===== config.mk =====
export PLATFORM = sky130hd
export DESIGN_NAME = wb_stage
export DESIGN_NICKNAME = d
export VERILOG_FILES = /design/src/rtl/la_csr_pkg.sv /design/src/rtl/la_pipe_pkg.sv /design/src/rtl/wb_stage.sv
export VERILOG_INCLUDE_DIRS = /design/src /design/src/include
export SDC_FILE = /design/constraint.sdc
export NUM_CORES = 1
export LEC_CHECK = 0
export BUFFER_PORTS_ARGS = -buffer_cell sky130_fd_sc_hd__buf_4
export CAP_MARGIN = 20
export CORE_MARGIN = 4
export CORE_UTILIZATION = 46
export DETAILED_ROUTE_END_ITERATION = 12
export PLACE_DENSITY = 0.89
export REMOVE_ABC_BUFFERS = 1
export SLEW_MARGIN = 10
export SYNTH_ARGS = -nofsm -noshare
export SYNTH_HDL_FRONTEND = slang
export SYNTH_SLANG_ARGS = --single-unit

===== constraint.sdc =====
create_clock -name clk -period 12.4 [get_ports clk]
set_input_delay 3.1 -clock clk [delete_from_list [all_inputs] [get_ports clk]]
set_output_delay 3.1 -clock clk [all_outputs]
set_load 0.1 [all_outputs]

===== src/include/la_consts.svh =====
`ifndef LA_CONSTS_SVH
`define LA_CONSTS_SVH

`define DATA_WIDTH      32
`define ADDR_WIDTH      32
`define NUM_OF_BYTES    4
`define SRAM_WORDS      256

// csr numbers
`define CSR_CRMD        14'h000
`define CSR_ECFG        14'h004
`define CSR_ESTAT       14'h005
`define CSR_ERA         14'h006

// crmd comes up in direct address mode with ie clear
`define CSR_CRMD_RST    32'h0000_0008
`define CSR_ECFG_RST    32'h0000_0000
`define CSR_ESTAT_RST   32'h0000_0000
`define CSR_ERA_RST     32'h0000_0000

// lsu opcodes, bit 2 clear means load
`define LD_B            4'b0000
`define LD_H            4'b0001
`define LD_W            4'b0010
`define LD_BU           4'b1000
`define LD_HU           4'b1001
`define ST_B            4'b0100
`define ST_H            4'b0101
`define ST_W            4'b0110
`define LSU_NONE        4'b1111

`define EXC_NONE        6'h3f
`define EXC_INT         6'h00
`define EXC_SYS         6'h0b
`define EXC_BRK         6'h0c
`define EXC_INE         6'h0d

`endif

===== src/rtl/la_csr_pkg.sv =====
`default_nettype none

`include "la_consts.svh"

package la_csr_pkg;

    typedef logic [13:0] csr_addr_t;
    typedef logic [5:0]  exc_code_t;

    typedef struct packed {
        logic                  rw_en;
        csr_addr_t             rw_addr;
        logic [`DATA_WIDTH-1:0] rw_data;
    } csr_wr_t;

    typedef struct packed {
        logic [`DATA_WIDTH-1:0] crmd;
        logic [`DATA_WIDTH-1:0] ecfg;
        logic [`DATA_WIDTH-1:0] estat;
        logic [`DATA_WIDTH-1:0] era;
    } csr_view_t;

    // raw flags from decode, bit 13 ine, bit 14 sys, bit 15 brk
    typedef struct packed {
        logic [`ADDR_WIDTH-1:0] pc;
        logic [15:0]            flags;
    } ex_except_t;

    typedef struct packed {
        logic [`ADDR_WIDTH-1:0] pc;
        exc_code_t              code;
    } mem_except_t;

endpackage

`default_nettype wire


===== src/rtl/la_pipe_pkg.sv =====
`default_nettype none

`include "la_consts.svh"

package la_pipe_pkg;

    typedef logic [`DATA_WIDTH-1:0]   data_t;
    typedef logic [`ADDR_WIDTH-1:0]   addr_t;
    typedef logic [`NUM_OF_BYTES-1:0] byte_mask_t;
    typedef logic [3:0]               lsu_op_t;
    typedef logic [4:0]               reg_addr_t;

    // execute stage packet
    typedef struct packed {
        addr_t     pc;
        data_t     inst;
        logic      rw_en;
        reg_addr_t rw_addr;
        data_t     ex_result;
        lsu_op_t   lsu_op;
        data_t     lsu_data;
    } ex_to_mem_t;

    typedef struct packed {
        logic       rd_en;
        logic       wr_en;
        addr_t      addr;
        data_t      wr_data;
        byte_mask_t wr_mask;
    } sram_req_t;

    typedef struct packed {
        addr_t     pc;
        logic      rw_en;
        reg_addr_t rw_addr;
        data_t     alu_result;
        lsu_op_t   lsu_op;
        logic [1:0] byte_off;
    } mem_to_wb_t;

    // goes to the register file write port
    typedef struct packed {
        logic      rw_en;
        reg_addr_t rw_addr;
        data_t     rw_data;
    } wb_out_t;

endpackage

`default_nettype wire


===== src/rtl/wb_stage.sv =====
`timescale 1ns/1ps
`default_nettype none

`include "la_consts.svh"

module wb_stage
    import la_pipe_pkg::*, la_csr_pkg::*;
(
    input  wire logic       clk,
    input  wire logic       rst,
    input  wire logic       stall,
    input  wire mem_to_wb_t mem_to_wb,
    input  wire csr_wr_t    mem_csr,
    input  wire data_t      rd_data,
    output wb_out_t         wb_out,
    output csr_wr_t         wb_csr
);

    mem_to_wb_t wb_q;
    csr_wr_t    csr_q;
    data_t      shifted;
    data_t      result;

    always_ff @(posedge clk) begin
        if (rst) begin
            wb_q.rw_en  <= 1'b0;
            wb_q.lsu_op <= `LSU_NONE;
            csr_q.rw_en <= 1'b0;
        end else if (!stall) begin
            wb_q  <= mem_to_wb;
            csr_q <= mem_csr;
        end
    end

    // bring the addressed lane down to bit 0
    assign shifted = rd_data >> {wb_q.byte_off, 3'b000};

    always_comb begin
        case (wb_q.lsu_op)
            `LD_B:   result = {{24{shifted[7]}}, shifted[7:0]};
            `LD_BU:  result = {24'h0, shifted[7:0]};
            `LD_H:   result = {{16{shifted[15]}}, shifted[15:0]};
            `LD_HU:  result = {16'h0, shifted[15:0]};
            `LD_W:   result = rd_data;
            default: result = wb_q.alu_result;
        endcase
    end

    assign wb_out.rw_en   = wb_q.rw_en;
    assign wb_out.rw_addr = wb_q.rw_addr;
    assign wb_out.rw_data = result;

    // also the forwarding source for except_judge
    assign wb_csr = csr_q;

endmodule

`default_nettype wire


==> key figures <==
Power and ir drop
  – PD cells: about 150 nW/µm²
  – Leakage power: 0.00230 µW
  – Power, Total: 865 µW
  – Worst VDD drop: 0.000109 V

Worst setup path
  – Critical path class: primary input to output port
  – Worst R2R Path Depth: 1
  – Setup crit start: rd_data[31]
  – Crit end category: output port
  – CP max stage cell: a31oi_2
  – RR Startpoint: wb_q[5]
  – R2R setup slack: 11.32 ns
  – Critical Path RT: approximately 9.3 ns
  – Crit Reg-Reg Endpoint: wb_q[5]
  – Worst Setup Start Kind: primary input
  – CP dominant cell by count: buf_4
  – Crit path cell chain: buf_4 > mux2i_1 > mux2i_1 > a31oi_2 > buf_4 > o221ai_1 > buf_4
  – Max FO, Critical Path: 22
  – Worst Path Arrival: 4.79 ns
  – Max incr delay on CP: 0.38 ns

Place
  – Placed insts: between 500 and 600
  – Hpwl dp: 9.08 mm
  – Port buffer count: 210
  – RD Place Congestion: around 0.84

Floorplan
  – Core area: ~8000 µm²
  – Io pins: 243
  – Die area: 10000 µm²
  – Chip height: 100 µm
  – Initial core utilization: 47.4%
  – Die Width: 100 µm
  – Row count: 33

Final layout
  – # fillers: 555
  – Fin util: 69.0%
  – # diodes: 0
  – Share of layout cells above drive strength 1: 53.1%
  – Layout Nets: ~600
  – Area growth syn-to-layout: 45.6%
  – Cell Count, Final, Fillers Out: around 570

Drt
  – Routed wire length: 12.0 mm
  – Vias per inst: 5.50
  – Via count: 3114
  – DRC violations left: 0
  – Starting DRT DRC Count: about 240
  – DRT antenna net count: 0
  – Pre-antenna DRT Iters: 4
  – WL/cell: 21.2 µm

STA
  – Unrepaired setup endpoints after global routing: false
  – Setup TNS: 0 ns
  – Final Hold Slack: 0.523 ns
  – Final slew viol count: 0
  – Min cycle time layout: 7.89 ns
  – Final period util: between 60% and 70%
  – Normalized max-slew margin: 32.5%
  – Setup-failing EPs final: 0
  – Final hold violations: 0
  – Skew final: 0 ns
  – Fmax: between 100 and 150 MHz
  – Actual slew at the worst max-slew pin: 1.01 ns

Worst hold path
  – Hold Path End: wb_out[37]
  – Hold crit path type: flip-flop to flip-flop
  – Worst hold start: wb_out[37]
  – Hold Path Stages: 2

Yosys
  – #FFs+latches synth: 91
  – Mapped Avg Cell Area: 15.2 µm²
  – Post-synth ARST share: 0%
  – Library cells used by synthesis: 36
  – Mapped Area: 3890 µm²
  – Synth Instances: 256
  – Part of the Yosys area used for sequential elements: about 69%
  – Post-synth EDFFs: 85
  – Ys Warns: 0
  – Prevailing post-synth register cell: edfxtp_1

CTS
  – # resized after CTS: 0
  – Hold Buf Count CTS: 0
  – Clk slew on worst S/H paths: around 0.09 ns
  – CTS Root Cell: clkbuf_8
  – Clock sink count: between 90 and 100
  – Post CTS Setup Buffer Count: 0
  – Max Buffers Root-to-Sink: 2
  – Clock tree from TritonCTS: yes
  – CTS Buf Count: 9
  – Clk_lat worst skew: approximately 0.35 ns
  – H-tree levels: 3

Global routing
  – Gr usage total: 23.7%
  – GRT overflow: 0
  – Largest net degree at the start of global routing: 48
  – First-pass GRT wire length: 17.8 mm
  – Number of global-route vias before repair: 3372
  – Initial antenna violation count: 0

Outcome
  – Status: finished, final reports clean

Run
  – # Max-Cap Violations: 0
==> cells in the final DEF, fill, tap and decap left out, drive strengths merged, types with 8 or more instances in the layout <==
cell	instances
o22ai	16
edfxtp	85
nor2	29
o221ai	16
a21oi	16
nand2	19
clkbuf	10
mux2i	8
buf	212
==> sequential cells by signal (all words and copies together) (netlist names) <==
signal,flops
wb_out,6
wb_q,38
wb_csr,47
==> report_power, final <==
group	internal, µW	total, µW	switching [µW]
Sequential	358	370	12.1
Combinational	68.3	273	205
Clock	116	222	106
==> cell families after synthesis <==
kind of cell / Yosys count / synth area share, %
DFF: 91 / 68.6
buffers and inverters: 25 / 4.82
muxes: 14 / 5.82
AOI/OAI and AO/OA: 65 / 12.8
and+or+nand+nor: 61 / 7.94
==> metal layers <==
metal / routed length, µm / GRT usage [%] / vias up
li1: - / - / 1416
met1: 3990 / 24.2 / 1494
met2: 6400 / 43.4 / 182
met3: 1250 / 9.17 / 22
met4: 364 / 9.02 / 0
met5: 0 / 0 / -
==> worst max-delay path: cells and delay by family <==
kind                   cells  cell delay (ns)
multiplexers               2             0.37
buffers and inverters      3             0.75
AO/OA/AOI/OAI              2             0.55
==> synthesized netlist by cell type, drive strengths merged, types with 3 or more instances <==
library cell / n / share of area (%)
o21ai: 3 / 0.39
a211o: 4 / 0.90
nand2: 19 / 1.8
buf: 17 / 3.2
edfxtp: 85 / 66
a222oi: 6 / 1.5
o22ai: 16 / 2.6
nor2: 29 / 3.0
mux4: 6 / 3.8
clkbuf: 6 / 1.4
mux2i: 8 / 2.1
o221ai: 16 / 3.6
nor2b: 4 / 0.64
dfxtp: 6 / 3.1
a21oi: 16 / 2.9
==> layout make-up <==
type	instances	area (µm²)	area share, %
clock buffer	10	128	2.25
clock inverter	6	96.3	1.70
inverter	2	7.51	0.132
multi-input combinational	140	1040	18.4
sequential	91	2670	47.2
tap	105	131	2.32
timing repair buffer	212	1590	28.1
==> worst max path at each step <==
stage                 end  depth (start not counted)
2_1_floorplan  wb_out[17]                          4
5_1_grt        wb_out[27]                          7
3_3_place_gp   wb_out[16]                          7
6_report       wb_out[30]                          7
4_1_cts        wb_out[27]                          7
3_5_place_dp   wb_out[27]                          7
==> stage by stage <==
| step | instance area (µm²) | worst slack, ns |
|---|---|---|
| after global routing | 5670 | 4.43 |
| after floorplan | 3710 | 3.84 |
| after CTS | 5670 | 4.52 |
| final | 5670 | 4.51 |
| after detailed placement | 5440 | 4.53 |
| after global placement | 5440 | 4.57 |
Power figures use the tool's default switching activity.
