==> config.mk <==
export PLATFORM = sky130hd
export DESIGN_NAME = csr_file
export DESIGN_NICKNAME = d
export VERILOG_FILES = /design/src/rtl/la_csr_pkg.sv /design/src/rtl/csr_file.sv
export VERILOG_INCLUDE_DIRS = /design/src /design/src/include
export SDC_FILE = /design/constraint.sdc
export NUM_CORES = 1
export LEC_CHECK = 0
export ABC_AREA = 0
export BUFFER_PORTS_ARGS = -buffer_cell sky130_fd_sc_hd__buf_2
export CELL_PAD_IN_SITES_DETAIL_PLACEMENT = 2
export CELL_PAD_IN_SITES_GLOBAL_PLACEMENT = 2
export CORE_ASPECT_RATIO = 0.7
export CORE_MARGIN = 4
export CORE_UTILIZATION = 29
export CTS_BUF_LIST = sky130_fd_sc_hd__clkbuf_8
export DETAILED_ROUTE_END_ITERATION = 10
export PLACE_DENSITY = 0.88
export SYNTH_ARGS = -nofsm -noshare
export SYNTH_HDL_FRONTEND = slang
export SYNTH_SLANG_ARGS = --single-unit
export TNS_END_PERCENT = 100
==> constraint.sdc <==
create_clock -name clk -period 1.7 [get_ports clk]
set_clock_uncertainty 0.2 [all_clocks]
set_input_delay 0.17 -clock clk [delete_from_list [all_inputs] [get_ports clk]]
set_output_delay 0.17 -clock clk [all_outputs]
set_load 0.02 [all_outputs]
==> src/include/la_consts.svh <==
`ifndef LA_CONSTS_SVH
`define LA_CONSTS_SVH

`define DATA_WIDTH      32
`define ADDR_WIDTH      32
`define NUM_OF_BYTES    4
`define SRAM_WORDS      256

// csr numbers
`define CSR_CRMD        14'h000
`define CSR_ECFG        14'h004
`define CSR_ESTAT       14'h005
`define CSR_ERA         14'h006

// crmd comes up in direct address mode with ie clear
`define CSR_CRMD_RST    32'h0000_0008
`define CSR_ECFG_RST    32'h0000_0000
`define CSR_ESTAT_RST   32'h0000_0000
`define CSR_ERA_RST     32'h0000_0000

// lsu opcodes, bit 2 clear means load
`define LD_B            4'b0000
`define LD_H            4'b0001
`define LD_W            4'b0010
`define LD_BU           4'b1000
`define LD_HU           4'b1001
`define ST_B            4'b0100
`define ST_H            4'b0101
`define ST_W            4'b0110
`define LSU_NONE        4'b1111

`define EXC_NONE        6'h3f
`define EXC_INT         6'h00
`define EXC_SYS         6'h0b
`define EXC_BRK         6'h0c
`define EXC_INE         6'h0d

`endif
==> src/rtl/la_csr_pkg.sv <==
`default_nettype none

`include "la_consts.svh"

package la_csr_pkg;

    typedef logic [13:0] csr_addr_t;
    typedef logic [5:0]  exc_code_t;

    typedef struct packed {
        logic                  rw_en;
        csr_addr_t             rw_addr;
        logic [`DATA_WIDTH-1:0] rw_data;
    } csr_wr_t;

    typedef struct packed {
        logic [`DATA_WIDTH-1:0] crmd;
        logic [`DATA_WIDTH-1:0] ecfg;
        logic [`DATA_WIDTH-1:0] estat;
        logic [`DATA_WIDTH-1:0] era;
    } csr_view_t;

    // raw flags from decode, bit 13 ine, bit 14 sys, bit 15 brk
    typedef struct packed {
        logic [`ADDR_WIDTH-1:0] pc;
        logic [15:0]            flags;
    } ex_except_t;

    typedef struct packed {
        logic [`ADDR_WIDTH-1:0] pc;
        exc_code_t              code;
    } mem_except_t;

endpackage

`default_nettype wire

==> src/rtl/csr_file.sv <==
`timescale 1ns/1ps
`default_nettype none

`include "la_consts.svh"

module csr_file
    import la_csr_pkg::*;
(
    input  wire logic    clk,
    input  wire logic    rst,
    input  wire csr_wr_t wr,
    output csr_view_t    view
);

    csr_view_t regs;

    always_ff @(posedge clk) begin
        if (rst) begin
            regs.crmd  <= `CSR_CRMD_RST;
            regs.ecfg  <= `CSR_ECFG_RST;
            regs.estat <= `CSR_ESTAT_RST;
            regs.era   <= `CSR_ERA_RST;
        end else if (wr.rw_en) begin
            case (wr.rw_addr)
                `CSR_CRMD:  regs.crmd  <= wr.rw_data;
                `CSR_ECFG:  regs.ecfg  <= wr.rw_data;
                `CSR_ESTAT: regs.estat <= wr.rw_data;
                `CSR_ERA:   regs.era   <= wr.rw_data;
                // unmapped numbers fall through
                default: ;
            endcase
        end
    end

    assign view = regs;

endmodule

`default_nettype wire

==> impl_metrics.ini, run 1 <==
[timing]
min_period_over_period = 0.923
hold_violations = 0
max_slew.worst_pin.slew_ns = 0.365
fmax_ghz = 0.637
setup_violations = 0
setup-tns-final_ns = 0
maxSlewHeadroom = 0.755
fin_crit_ns = 1.57
rsz0062_at_grt = no
slew_viol_final = 0

[global_routing]
grt_max_degree = 67
grt_usage = 0.168
antenna_found_initial = 0
grt_pass1_wl_um = 26800
grt_pass1_vias = 4640
gr-total-overflow = 0

[min_path]
hold_path.class = in2reg

[yosys]
yosysWarnings = 0
ys.flop_type = dfxtp_1
ys_ff_latch = 128
synth_fa_ha_area_frac = 0
syn_area_um2 = 5230
synthSimpleGateAreaFrac = 0.228
avgSynthCellArea_um2 = 11.4
yosysTopAreaCellShare = 0.490
synth_top_cells_by_area = dfxtp_1 (49%), mux2i_1 (24%), nand2b_1 (19%), clkbuf_1 (1.3%), nand4_4 (1.2%)
synth_edf_count = 0
synth_cell_types = 17
synth_compound_area_frac = 0
ys_seq_area_frac = 0.490
synthMuxAreaShare = 0.245
synth_xor_area_frac = 0
synth_top_family_by_area = multiplexers
ys_async_sr_fraction = 0
synth_nets = 509
post-synth-top-count-cell = nand2b_1
synthCells = 460
synth_area_leader_cell = dfxtp_1
synth.top_cells.by_count = nand2b_1 (159), dfxtp_1 (128), mux2i_1 (128), clkbuf_1 (18), buf_4 (7)

[worst_setup_path]
critPathMaxFanout = 24
worst_ep_required_time_ns = 1.86
critical_path_class = in2reg
cp-start-kind = input port
cp.arrival_ns = 1.73
crit_path_end_kind = flip-flop

[cts]
cts_resized = 0
clk_pin_slew_ns = 0.08
root_buffer = clkbuf_8
numCtsBuffers = 17
tritoncts = yes
cts_sinks = 128
insertion_delay_ns = 0.43
htreeDepth = 4
cts_buffer_depth = 2

[final_layout]
finish.utilization = 0.414
area_delta_synth_final_pct = 37.8
largest_reg_flops = 128
nets = 725
antenna_cells = 0
layout-drive-gt1-share = 0.338

[route]
firstDrtPassIters = 4
ant_nets = 0
vias_per_cell = 4.49
num_vias = 4129
finalWirelength_um = 16800
dr.first_iter.drc_count = 127
wire_per_inst_um = 18.3
drc = 0

[power]
powerDensity_nw_per_um2 = 848
p_leak_nw = 3.75
peakVddDrop_mv = 0.444

[placement]
place_hpwl_um = 11800
place.gp.congestion = 0.772
portBuffers = 176

[floorplan]
coreArea_um2 = 17400
die_w_um = 169
die_area_um2 = 20300
die_h_um = 120
start_util = 0.300
fp-row-count = 40
pin_count = 177

[job]
cap_violations = 0

[status]
status = finished clean
## through the flow
step	instances	instance area, µm²	setup slack, ns	power (W)	hold slack [ns]
2_1_floorplan	460	5230	0.0232	0.00321	0.137
3_3_place_gp	854	6450	0.0121	0.00332	0.245
3_5_place_dp	854	6450	-0.107	0.00333	0.259
4_1_cts	920	7210	0.195	0.00622	0.0249
5_1_grt	920	7210	0.0676	0.00639	0.0735
6_report	920	7210	0.130	0.00612	0.0927
## cells by family after synthesis
kind of cell           count (synthesis)
and+or+nand+nor                      174
muxes                                128
DFF                                  128
buffers and inverters                 30
## critical path: stages
cell	delay [ns]
dlygate4sd3_1	0.55
buf_4	0.26
nor2_1	0.07
dlygate4sd3_1	0.56
mux2i_1	0.12
## cells in the final DEF (no fill, tap or decap), drive strengths merged
cell type,instances
nor4b,1
nand4,4
bufinv,3
inv,5
buf,193
nor4,2
nand2b,159
nor3,1
dfxtp,128
nor2,2
clkinvlp,2
dlygate4sd3,34
clkbuf,17
and3b,2
nor3b,1
clkinv,5
mux2i,128
and4,2
## layout make-up
| cell class | count | area, µm² |
|---|---|---|
| clock buffer | 17 | 234 |
| tap | 231 | 289 |
| timing repair buffer | 227 | 1460 |
| sequential | 128 | 2560 |
| fill | 1835 | 10200 |
| clock inverter | 15 | 184 |
| multi-input combinational | 302 | 2480 |
## worst paths after layout
path | start | end | slack (ns) | cells after the start
setup / recovery | rst | view[99] | 0.13 | 5
hold / removal | wr[42] | view[123] | 0.09 | 5
setup reg to reg | view[122] | view[122] | 0.83 | 2
hold reg to reg | view[65] | view[65] | 0.27 | 2
## power by group
part,internal [W],leakage (nW),switching (W)
Combinational,0.000180,2.51,0.000146
Sequential,0.00300,1.03,0.0000000524
Clock,0.00147,0.209,0.00133
Total,0.00464,3.75,0.00147
## metal layers
layer  part of all wire  track usage
met5                  0            0
met4              0.012       0.0507
met3              0.051       0.0467
met1               0.43        0.198
met2               0.50        0.298
## what timing repair did
item / in CTS / in global routing
hold buffers: 34 / 0
endpoints found under the setup margin: 0 / 0
hold endpoints to repair: 128 / 0
buffers inserted: 0 / 0
Note: power is estimated with default switching activity, not from simulation.
==> inputs of run 2 (changes only) <==
Settings changed: ABC_AREA 0 to 1, CORE_UTILIZATION 29 to 24, PLACE_DENSITY 0.88 to 0.87, SKIP_CTS_REPAIR_TIMING set to 1.
==> impl_metrics.ini, run 2 <==
[status]
status = finished clean

[worst_setup_path]
path_cells = buf_2
crit_path_end_kind = output pin
cp.buffers_inverters = 1
critical_path_class = reg2out
reg2reg_depth = 4
cp.arrival_ns = 1.02
crit_family = flip-flops
worst_ep_required_time_ns = 1.33
r2r_setup_slack_ns = 0.73
reg2reg_to = view[27]
cpPeakStageDelay_ns = 0.40
cp-start-kind = flip-flop
reg2reg_from = view[27]
slowest_stage = dfxtp_1
critPathMaxFanout = 2

[timing]
setup_violations = 0
fmax_ghz = 0.719
hold_violations = 0
setup-tns-final_ns = 0
min_period_over_period = 0.818
rsz0062_at_grt = no
fin_crit_ns = 1.39
max_slew.worst_pin.slew_ns = 0.242
slew_viol_final = 0
timing.hold.ws_ns = 0.0103
maxSlewHeadroom = 0.839

[route]
num_vias = 6015
drc = 0
firstDrtPassIters = 4
ant_nets = 0
finalWirelength_um = 23600
vias_per_cell = 4.30
dr.first_iter.drc_count = 162
wire_per_inst_um = 16.8

[yosys]
post-synth-top-count-cell = nand2_1
synth_edf_count = 0
ys.flop_type = dfxtp_1
ys_seq_area_frac = 0.455
avgSynthCellArea_um2 = 6.41
yosysWarnings = 0
synth.top_cells.by_count = nand2_1 (228), nor2_1 (199), inv_1 (165), dfxtp_1 (128), nand3_1 (38)
synth_top_cells_by_area = dfxtp_1 (45%), nand2_1 (15%), nor2_1 (13%), inv_1 (11%), nand4_1 (3.6%)
ys_async_sr_fraction = 0
synth_cell_types = 16
synth_area_leader_cell = dfxtp_1
yosysTopAreaCellShare = 0.455
syn_area_um2 = 5640
synth_nets = 929
ys_ff_latch = 128
synthCells = 880

[floorplan]
die_area_um2 = 26000
start_util = 0.247
die_w_um = 191
die_h_um = 136
pin_count = 177
fp-row-count = 46
coreArea_um2 = 22800

[final_layout]
antenna_cells = 0
largest_reg_flops = 128
fillers = 2804
layout-drive-gt1-share = 0.215
postLayoutCellArea_um2 = 7740
area_delta_synth_final_pct = 37.4
final_cell_mix = nand2_1 (228), nor2_1 (199), buf_2 (176)
layout_commonest_cell = nand2_1
nets = 1124

[cts]
clk_pin_slew_ns = 0.07
cts_sinks = 128
htreeDepth = 4
cts_buffer_depth = 2
numCtsBuffers = 17
tritoncts = yes
insertion_delay_ns = 0.44
root_buffer = clkbuf_8

[placement]
place.gp.congestion = 0.732
place_area_um2 = 7010
portBuffers = 176
place_hpwl_um = 16900

[global_routing]
grt_max_degree = 52
antenna_found_initial = 0
grt_pass1_vias = 6332
gr-total-overflow = 0
grt_usage = 0.172
grt_pass1_wl_um = 34500

[power]
powerDensity_nw_per_um2 = 805
p_leak_nw = 4.29
peakVddDrop_mv = 0.384

[min_path]
hp-start = rst
holdPathEnd = view[103]
hold_depth = 5
hold_path.class = in2reg

[job]
cap_violations = 0
run 2: layout make-up:
class / instances / area [µm²] / share of cell area
flip-flops and latches: 128 / 2560 / 0.331
multi-input cells: 534 / 2230 / 0.288
repair buffers: 226 / 1510 / 0.195
inverters: 168 / 633 / 0.0817
well taps: 312 / 390 / 0.0504
clock buffers: 20 / 275 / 0.0355
clock inverters: 12 / 141 / 0.0183
run 2: cell families (layout without fill, tap and decap cells):
family | Yosys count | in the layout | share of synthesized area
AND/OR/NAND/NOR | 503 | 503 | 0.368
flip-flops | 128 | 128 | 0.455
AO/OA/AOI/OAI | 31 | 31 | 0.0275
buffers and inverters | 218 | 426 | 0.150
run 2: how the worst max path moves through the flow:
stage | cells after the start | slack [ns] | from | end
after floorplan | 7 | 0.34 | wr[43] | view[10]
after global placement | 8 | 0.13 | wr[43] | view[79]
after detailed placement | 9 | 0.03 | wr[43] | view[61]
after CTS | 1 | 0.27 | view[52] | view[52]
after global routing | 1 | 0.23 | view[16] | view[16]
final | 1 | 0.31 | view[52] | view[52]
run 2: power breakdown:
part / leakage (nW) / switching (W) / internal [W]
combinational: 3.04 / 0.000244 / 0.000147
clock: 0.217 / 0.00130 / 0.00155
sequential: 1.03 / 0.0000000949 / 0.00300
run 2: layer usage:
layer | vias up | global-route usage | wire [µm]
li1 | 2972 | - | -
met1 | 2906 | 0.243 | 11500
met2 | 120 | 0.263 | 10600
met3 | 17 | 0.0457 | 1260
met4 | 0 | 0.0399 | 210
met5 | - | 0 | 0
run 2: through the flow:
stage               cells  utilization  worst slack (ns)  total power, W
global route         1400        0.339             0.233         0.00648
floorplan             880            -             0.340         0.00320
global placement     1336        0.307             0.127         0.00340
CTS                  1368        0.325             0.269         0.00630
finish               1400        0.339             0.309         0.00624
detailed placement   1336        0.307            0.0291         0.00340
