**src/include/la_consts.svh**
```systemverilog
`ifndef LA_CONSTS_SVH
`define LA_CONSTS_SVH

`define DATA_WIDTH      32
`define ADDR_WIDTH      32
`define NUM_OF_BYTES    4
`define SRAM_WORDS      256

// csr numbers
`define CSR_CRMD        14'h000
`define CSR_ECFG        14'h004
`define CSR_ESTAT       14'h005
`define CSR_ERA         14'h006

// crmd comes up in direct address mode with ie clear
`define CSR_CRMD_RST    32'h0000_0008
`define CSR_ECFG_RST    32'h0000_0000
`define CSR_ESTAT_RST   32'h0000_0000
`define CSR_ERA_RST     32'h0000_0000

// lsu opcodes, bit 2 clear means load
`define LD_B            4'b0000
`define LD_H            4'b0001
`define LD_W            4'b0010
`define LD_BU           4'b1000
`define LD_HU           4'b1001
`define ST_B            4'b0100
`define ST_H            4'b0101
`define ST_W            4'b0110
`define LSU_NONE        4'b1111

`define EXC_NONE        6'h3f
`define EXC_INT         6'h00
`define EXC_SYS         6'h0b
`define EXC_BRK         6'h0c
`define EXC_INE         6'h0d

`endif
```
**src/rtl/la_csr_pkg.sv**
```systemverilog
`default_nettype none

`include "la_consts.svh"

package la_csr_pkg;

    typedef logic [13:0] csr_addr_t;
    typedef logic [5:0]  exc_code_t;

    typedef struct packed {
        logic                  rw_en;
        csr_addr_t             rw_addr;
        logic [`DATA_WIDTH-1:0] rw_data;
    } csr_wr_t;

    typedef struct packed {
        logic [`DATA_WIDTH-1:0] crmd;
        logic [`DATA_WIDTH-1:0] ecfg;
        logic [`DATA_WIDTH-1:0] estat;
        logic [`DATA_WIDTH-1:0] era;
    } csr_view_t;

    // raw flags from decode, bit 13 ine, bit 14 sys, bit 15 brk
    typedef struct packed {
        logic [`ADDR_WIDTH-1:0] pc;
        logic [15:0]            flags;
    } ex_except_t;

    typedef struct packed {
        logic [`ADDR_WIDTH-1:0] pc;
        exc_code_t              code;
    } mem_except_t;

endpackage

`default_nettype wire

```
**src/rtl/la_pipe_pkg.sv**
```systemverilog
`default_nettype none

`include "la_consts.svh"

package la_pipe_pkg;

    typedef logic [`DATA_WIDTH-1:0]   data_t;
    typedef logic [`ADDR_WIDTH-1:0]   addr_t;
    typedef logic [`NUM_OF_BYTES-1:0] byte_mask_t;
    typedef logic [3:0]               lsu_op_t;
    typedef logic [4:0]               reg_addr_t;

    // execute stage packet
    typedef struct packed {
        addr_t     pc;
        data_t     inst;
        logic      rw_en;
        reg_addr_t rw_addr;
        data_t     ex_result;
        lsu_op_t   lsu_op;
        data_t     lsu_data;
    } ex_to_mem_t;

    typedef struct packed {
        logic       rd_en;
        logic       wr_en;
        addr_t      addr;
        data_t      wr_data;
        byte_mask_t wr_mask;
    } sram_req_t;

    typedef struct packed {
        addr_t     pc;
        logic      rw_en;
        reg_addr_t rw_addr;
        data_t     alu_result;
        lsu_op_t   lsu_op;
        logic [1:0] byte_off;
    } mem_to_wb_t;

    // goes to the register file write port
    typedef struct packed {
        logic      rw_en;
        reg_addr_t rw_addr;
        data_t     rw_data;
    } wb_out_t;

endpackage

`default_nettype wire

```
**src/rtl/mem_stage.sv**
```systemverilog
`timescale 1ns/1ps
`default_nettype none

`include "la_consts.svh"

module mem_stage
    import la_pipe_pkg::*, la_csr_pkg::*;
(
    input  wire logic        stall,
    input  wire ex_to_mem_t  ex_info,
    input  wire ex_except_t  ex_except,
    input  wire csr_wr_t     mem_csr,
    input  wire csr_wr_t     wb_csr,
    input  wire csr_view_t   csr_view,
    output sram_req_t        sram_req,
    output mem_to_wb_t       mem_to_wb,
    output csr_wr_t          mem_csr_out,
    output mem_except_t      mem_except
);

    logic [1:0] byte_off;
    logic       is_load;
    byte_mask_t st_mask;
    data_t      st_data;

    assign byte_off = ex_info.ex_result[1:0];
    assign is_load  = ~ex_info.lsu_op[2];

    // lane placement, the mask decides what lands
    assign st_data = ex_info.lsu_data << {byte_off, 3'b000};

    always_comb begin
        st_mask = '0;
        case (ex_info.lsu_op)
            `ST_B: begin
                st_mask = 4'b0001 << byte_off;
            end
            `ST_H: begin
                // offset 3 would cross the word
                if (byte_off != 2'b11) begin
                    st_mask = 4'b0011 << byte_off;
                end
            end
            `ST_W: begin
                if (byte_off == 2'b00) begin
                    st_mask = 4'b1111;
                end
            end
            default: begin
                st_mask = '0;
            end
        endcase
    end

    // sram request, word aligned
    assign sram_req.rd_en   = is_load & ~stall;
    assign sram_req.wr_en   = (|st_mask) & ~stall;
    assign sram_req.addr    = {ex_info.ex_result[`ADDR_WIDTH-1:2], 2'b00};
    assign sram_req.wr_data = st_data;
    assign sram_req.wr_mask = st_mask;

    // towards writeback
    assign mem_to_wb.pc         = ex_info.pc;
    assign mem_to_wb.rw_en      = ex_info.rw_en;
    assign mem_to_wb.rw_addr    = ex_info.rw_addr;
    assign mem_to_wb.alu_result = ex_info.ex_result;
    assign mem_to_wb.lsu_op     = ex_info.lsu_op;
    assign mem_to_wb.byte_off   = byte_off;

    assign mem_csr_out = mem_csr;

    except_judge u_except_judge (
        .ex_except  (ex_except),
        .wb_csr     (wb_csr),
        .csr_view   (csr_view),
        .mem_except (mem_except)
    );

endmodule

`default_nettype wire

```
**src/rtl/except_judge.sv**
```systemverilog
`timescale 1ns/1ps
`default_nettype none

`include "la_consts.svh"

module except_judge
    import la_csr_pkg::*;
(
    input  wire ex_except_t  ex_except,
    input  wire csr_wr_t     wb_csr,
    input  wire csr_view_t   csr_view,
    output mem_except_t      mem_except
);

    csr_view_t fwd;
    exc_code_t code;

    // writeback value wins over the csr file when it targets this csr
    function automatic logic [`DATA_WIDTH-1:0] pick(
        input csr_wr_t                wr,
        input csr_addr_t              addr,
        input logic [`DATA_WIDTH-1:0] cur
    );
        if (wr.rw_en && wr.rw_addr == addr) begin
            return wr.rw_data;
        end
        return cur;
    endfunction

    always_comb begin
        fwd.crmd  = pick(wb_csr, `CSR_CRMD,  csr_view.crmd);
        fwd.ecfg  = pick(wb_csr, `CSR_ECFG,  csr_view.ecfg);
        fwd.estat = pick(wb_csr, `CSR_ESTAT, csr_view.estat);
        fwd.era   = pick(wb_csr, `CSR_ERA,   csr_view.era);
    end

    always_comb begin
        code = `EXC_NONE;
        if (fwd.crmd[2]) begin
            // ie set, only pending and enabled interrupts count
            if (|(fwd.estat[12:0] & fwd.ecfg[12:0])) begin
                code = `EXC_INT;
            end
        end else if (ex_except.flags[13]) begin
            code = `EXC_INE;
        end else if (ex_except.flags[14]) begin
            code = `EXC_SYS;
        end else if (ex_except.flags[15]) begin
            code = `EXC_BRK;
        end
    end

    assign mem_except.pc   = ex_except.pc;
    assign mem_except.code = code;

endmodule

`default_nettype wire

```
**config.mk**
```make
export PLATFORM = sky130hd
export DESIGN_NAME = mem_stage
export DESIGN_NICKNAME = d
export VERILOG_FILES = /design/src/rtl/la_csr_pkg.sv /design/src/rtl/la_pipe_pkg.sv /design/src/rtl/mem_stage.sv /design/src/rtl/except_judge.sv
export VERILOG_INCLUDE_DIRS = /design/src /design/src/include
export SDC_FILE = /design/constraint.sdc
export NUM_CORES = 1
export LEC_CHECK = 0
export BUFFER_PORTS_ARGS = -buffer_cell sky130_fd_sc_hd__buf_2
export CAP_MARGIN = 10
export CORE_AREA = 5 5 248 250
export DETAILED_ROUTE_END_ITERATION = 6
export DIE_AREA = 0 0 253 255
export GPL_TIMING_DRIVEN = 0
export PLACE_DENSITY_LB_ADDON = 0.08
export SETUP_SLACK_MARGIN = 0.05
export SYNTH_ARGS = -nofsm -noshare
export SYNTH_HDL_FRONTEND = slang
export SYNTH_HIERARCHICAL = 1
export SYNTH_SLANG_ARGS = --single-unit
```
**constraint.sdc**
```tcl
create_clock -name vclk -period 2.07
set_input_delay 0.207 -clock vclk [all_inputs]
set_output_delay 0.207 -clock vclk [all_outputs]
set_load 0.01 [all_outputs]
```
==> results of run 1 <==
==> metal layers <==
metal / GRT usage / routed length, µm
met1: 0.0731 / 8760
met2: 0.108 / 11000
met3: 0.0240 / 2630
met4: 0 / 4
met5: 0 / 27
==> through the flow <==
step,total power [W],worst slack [ns],std cells
3_3_place_gp,0.00112,-0.483,1465
6_report,0.00109,-0.159,1471
2_1_floorplan,0.000581,-0.0478,367
4_1_cts,0.00112,-0.192,1469
5_1_grt,0.00120,-0.292,1471
3_5_place_dp,0.00109,-0.437,1465
==> final cells by class <==
class,instances,area share
multi-input cells,166,0.224
inverters,3,0.00208
repair buffers,332,0.315
plain buffers,197,0.280
well taps,773,0.179
==> power by group <==
part | switching (W) | leakage [nW] | internal [W]
registers | 0 | 0 | 0
clock network | 0 | 0 | 0
logic | 0.000527 | 2.79 | 0.000567
total | 0.000527 | 2.79 | 0.000567
==> layout by cell type, fill, tap and decap left out, types with 8 or more instances in the layout <==
| cell type | n |
|---|---|
| sky130_fd_sc_hd__a21oi_1 | 12 |
| sky130_fd_sc_hd__a22oi_1 | 8 |
| sky130_fd_sc_hd__and2_1 | 8 |
| sky130_fd_sc_hd__buf_2 | 322 |
| sky130_fd_sc_hd__buf_4 | 198 |
| sky130_fd_sc_hd__mux2i_1 | 20 |
| sky130_fd_sc_hd__nand2_1 | 10 |
| sky130_fd_sc_hd__nand3_1 | 12 |
| sky130_fd_sc_hd__nor2_1 | 19 |
| sky130_fd_sc_hd__nor2b_1 | 10 |
==> worst max-delay path: cells and delay by family <==
| family | cells | cell delay [ns] |
|---|---|---|
| compound gates | 1 | 0.11 |
| simple gates | 4 | 0.77 |
| mux | 1 | 0.40 |
| buf+inv | 4 | 0.55 |
==> timing repair <==
action                                  in CTS  in global routing
gates cloned                                 0                  0
hold endpoints to repair                     0                  0
pin swaps                                    2                  6
endpoints found under the setup margin      10                  7
resized for setup                           19                  8
buffers inserted                             5                  2
==> final timing paths <==
| path | start | to | slack [ns] | depth (start not counted) |
|---|---|---|---|---|
| hold / removal | ex_info[55] | sram_req[55] | 0.60 | 2 |
| setup / recovery | wb_csr[41] | mem_except[5] | -0.16 | 10 |
==> logic make-up after synthesis <==
group           Yosys count
fa+ha+maj                 6
other cells               1
buf+inv                 201
mux                      23
compound gates           55
simple gates             80
==> results list, run 1 <==
* Post-Layout Inst Area: 5410 µm²
- The total area inside the core boundary comes to 58800 µm².
- Hold WC Path Type: in -> out
* Leak: 2.79 nW
- Summing every instance area after synthesis gives 2640 µm².
* Setup CP Type: in -> out
- Of the cells placed in the final design, the portion with a size suffix greater than 1 is 0.781.
- Ranked by total cell area, the synthesized netlist is headed by sky130_fd_sc_hd__buf_4 54%, sky130_fd_sc_hd__mux2i_1 8.0%, sky130_fd_sc_hd__a22oi_1 2.8%.
- In this run the tightest slew margin relative to its limit is 0.482.
- For this run the aggregate overflow at the end of global routing stands at 0.
* Width of the die: 253 µm
- Max Cap Viol: 0
* Per-instance average area after synthesis: 7.21 µm²
- N_diodes: 0
- In the finished design, the share of the clock period the worst path needs comes to 1.08.
- During placement, the flow inserted port buffers numbering 325.
- Compound-Gate Fraction of Synth Area: 0.149
- The congestion estimate from routability-driven global placement came to 0.716.
- Maximum number of pins on one net before global-route repair: 18
* Capturing element type of the critical path: primary output
* First-pass GRT wire length: 28.3 mm
- Using the TritonRoute via totals, the vias-per-cell ratio works out to 2.45.
- Buffers inserted to repair hold after CTS numbered 0.
- In this run the remaining antenna-violating nets after routing total 0.
- Top cell type by total area after synthesis: sky130_fd_sc_hd__buf_4
- Synth-to-Final Area Change: 105%
* Vertical die dimension: 255 µm
- Of all nets on the critical path, the largest fanout is 2.
- Count of unique library cells instantiated by Yosys: 39
* Post-route setup slack: -0.159 ns
* Multiplexer share of the synthesized area: 0.0882
- The initial antenna violation count was 2.
- For the final routed database, the setup TNS stands at -0.341 ns.
* Net total in the final layout: 1115
- For this run, the share of the core covered by cells in the final layout is 0.0920.
- Area used by sequential logic in the layout: 0 µm²
* Smallest hold slack: 0.598 ns
* Outcome: complete, but fails checks
* Power Dens Cells: 202 nW/µm²
* Die outline area: 64500 µm²
- After detailed routing, the average wire length per cell comes to 15.2 µm.
* Most frequently used cell type in the post-synthesis netlist: sky130_fd_sc_hd__buf_4
- The final reports fail on negative setup slack.
* Number of design-rule violations left by the first detailed-router iteration: 60
* Worst Path Required: 1.86 ns
- For this design the top-level I/O count stands at 640.
- Layout clock buffer count: 0
- The cell count after synthesis came out at 366.
- The number of hold violations in the final report came to 0.
- The routed design could run at a clock period as short as 2.23 ns.
- After detailed placement, the total cell area comes to 5250 µm².
- Detailed-router iteration count before antenna repair: 4
- Worst Path Arrival: 2.02 ns
* Filler cell count in the final layout: 7021
* Setup repair after global routing missed its margin: true
* HPWL after DPL: 21.1 mm
- There are 0 flip-flops and latches.
* Register area share after synthesis: 0
- Most common cell type on the critical path: sky130_fd_sc_hd__buf_4
* Number of DRC violations after detailed routing: 0
- GRT Resource Usage Total: 0.0605
- Main combinational cell family by area after synthesis: buffers and inverters
- Post-synthesis share of cell area spent on and, or, nand and nor gates: 0.163
- In the final layout, the multi-input gates occupy 1210 µm².
* VDD IR max: 0.0444 mV
- For this run, the top clock speed supported by timing is 449 MHz.
* Crit path max-delay cell type: sky130_fd_sc_hd__mux2_2
* Number of synthesis warnings: 6
- Of the total synthesized cell area, the portion taken by XOR and XNOR cells is 0.
* Drt total wl: 22.4 mm
* Crit path launch type: input pin
- The largest single stage delay on the critical path is 0.40 ns.
- Of the total synthesized cell area, the portion taken by full adders, half adders and majority gates is 0.0285.
- Initial core utilization: 0.0449
- Transition time at the pin with the least slew margin: 0.777 ns
- The initialized floorplan defines 89 standard-cell rows.
- Vias in the first global route: 3722
- Across all layers, the routed design uses 3604 vias.
* Count of endpoints failing setup in the final report: 5
- The number of max-slew violations in the final report came to 0.
* Commonest cells post-synth: 190 x sky130_fd_sc_hd__buf_4, 21 x sky130_fd_sc_hd__mux2i_1, 19 x sky130_fd_sc_hd__nor2_1
- Top-area cell type share of the netlist area: 0.541
- The critical path goes through buf_6 > nor4_4 > nand4_1 > buf_4 > nor3_4 > mux2_2 > nand4_1 > o31ai_4 > buf_4 > buf_4.
Power figures use the tool's default switching activity.
==> run 2: changes to the inputs <==
CORE_AREA = 2 2 252 254   (was 5 5 248 250)
DIE_AREA = 0 0 254 256   (was 0 0 253 255)
==> results list, run 2 (synthesis results as in run 1) <==
* Outcome: complete, but fails checks
- The checks that failed: negative setup slack.
* Capturing element type of the critical path: primary output
* Average wire per standard cell: 12.1 µm (-21%)
* Cell Rows: 92 (+3.4%)
* Power Dens Cells: 195 nW/µm² (-3.7%)
* Core area: 62400 µm² (+6.1%)
- Setup CP Type: in -> out
- The chip width was 254 µm (+0.40%).
* Layout clock buffer count: 0 (unchanged)
- Remaining global-route overflow: 0 (unchanged)
* Final cycle utilization of the critical path: 1.05 (-0.0227)
* Vias in the first global route: 3549 (-4.6%)
- The initial antenna violation count is 7 (+5).
- The I/O pin count is 640 (unchanged).
- Max Cap Viol: 0 (unchanged)
* Post-Layout Inst Area: 5490 µm² (+1.5%)
- Via count: 3602 (-0.055%)
- STA classifies the critical path startpoint as an input pin.
- The combined global-route utilization of all metal layers is 0.0511 (-0.00932).
* Largest fanout of any net on the critical path: 2 (unchanged)
- Max stage delay on crit path: 0.35 ns (-0.05 ns)
- The number of max-slew violations in the final report is 0 (unchanged).
- Count of endpoints failing setup in the final report: 4 (-1)
- The aggregate routed wire length came to 18.6 mm (-17%).
- Maximum number of pins on one net before global-route repair: 18 (unchanged)
* Worst Path Arrival: 1.97 ns (-0.05 ns)
* Area used by sequential logic in the layout: 0 µm² (unchanged)
* First-pass GRT wire length: 25.0 mm (-12%)
* Setup repair after global routing missed its margin: true
- Via-per-instance ratio: 2.33 (-4.8%)
- The static power due to leakage is 2.77 nW (-0.80%).
- Post-detailed-placement cell area: 5340 µm² (+1.7%)
* Net total in the final layout: 1111 (-0.36%)
* Final GP Congestion: 0.695 (-2.9%)
- The count of sequential standard cells was 0 (unchanged).
* Total count of hold-check failures in the final report: 0 (unchanged)
* Number of DRC violations after detailed routing: 0 (unchanged)
* Transition time at the pin with the least slew margin: 0.750 ns (-0.0274 ns)
- Leading cell type in the layout, fill and taps excluded: sky130_fd_sc_hd__buf_2
* Clock period minus worst slack: 2.18 ns (-0.0469 ns)
* Hold WC Path Type: in -> out
- The height of the die is 256 µm (+0.39%).
* Post-route setup slack: -0.112 ns (+0.0469 ns)
- By instance count, the cell type seen most on the critical path is sky130_fd_sc_hd__buf_6.
- Highest-count cells in the layout ignoring fill and taps: 323 x sky130_fd_sc_hd__buf_2, 190 x sky130_fd_sc_hd__buf_4, 21 x sky130_fd_sc_hd__mux2i_1, 18 x sky130_fd_sc_hd__nor2_1
- Critical Path, Cell by Cell: buf_6 > nor4_4 > nand4_1 > nor4_2 > mux2_4 > or2_4 > o31ai_4 > buf_4 > buf_6
- Hold Buf Count CTS: 0 (unchanged)
- The share of the core filled with cells came to 0.0880 (-0.00399).
- The maximum clock frequency came to 458 MHz (+2.1%).
* Fraction of layout instances using a drive strength above 1: 0.781 (about the same)
- The detailed placer's ending HPWL is 17.3 mm (-18%).
- Relative slew slack: 0.500 (+0.0183)
- Smallest hold slack: 0.597 ns (-0.000848 ns)
- Detailed-router iteration count before antenna repair: 4 (unchanged)
* Worst Path Required: 1.86 ns (about the same)
- Crit path max-delay cell type: sky130_fd_sc_hd__mux2_4
- Buffers added on ports: 325 (unchanged)
- Synth-to-Final Area Change: 108%
- Initial core utilization: 0.0423 (-0.00258)
* Number of nets with antenna violations after routing: 0 (unchanged)
- The die outline area is 65000 µm² (+0.79%).
* VDD IR max: 0.0389 mV (-12%)
- Number of design-rule violations left by the first detailed-router iteration: 117 (+95%)
[run 2: cell types whose count changed in the layout (fill, tap and decap cells not counted), sizes merged]
cell	change
buf	-4
diode	+4
[run 2: where the power goes]
group	internal (W)	switching, W	total (W)
combinational	0.000563	0.000506	0.00107
clock	0.0000000000659	0	0.0000000000659
sequential	0	0	0
total	0.000563	0.000506	0.00107
[run 2: worst paths after layout]
path | from | end | cells after the start
setup / recovery | wb_csr[41] | mem_except[5] | 9
hold / removal | ex_except[46] | mem_except[36] | 2
[run 2: repair_timing]
| action | 4_1_cts | 5_1_grt |
|---|---|---|
| setup endpoints to repair | 10 | 7 |
| gates resized for setup | 26 | 4 |
| pin swaps | 4 | 2 |
| setup buffers | 3 | 0 |
[run 2: final cells by class]
class | instances | area [µm²]
multi-input combinational | 166 | 1210
antenna | 4 | 10.0
timing repair buffer | 328 | 1680
inverter | 3 | 11.3
buffer | 197 | 1520
fill | 7462 | 56900
tap | 846 | 1060
[run 2: metal layers]
| layer | up-vias | GRT usage | share of wire |
|---|---|---|---|
| met5 | - | 0 | 0.00038 |
| met4 | 2 | 0.00327 | 0 |
| met3 | 2 | 0.0120 | 0.089 |
| met2 | 229 | 0.0924 | 0.50 |
| met1 | 1644 | 0.0636 | 0.41 |
| li1 | 1725 | - | - |
[run 2: critical path: cells and delay by family]
kind / cells / cell delay, ns
AOI/OAI and AO/OA: 1 / 0.19
buffers and inverters: 3 / 0.34
muxes: 1 / 0.35
and+or+nand+nor: 4 / 0.90
[run 2: stage by stage]
| stage | TNS [ns] | std cells | setup WS [ns] | power (W) |
|---|---|---|---|---|
| after floorplan | -0.0478 | 367 | -0.0478 | 0.000581 |
| after global placement | -2.22 | 1538 | -0.417 | 0.00108 |
| after detailed placement | -1.80 | 1538 | -0.396 | 0.00106 |
| after CTS | -0.962 | 1540 | -0.267 | 0.00109 |
| after global routing | -0.979 | 1543 | -0.276 | 0.00116 |
| final | -0.256 | 1544 | -0.112 | 0.00107 |
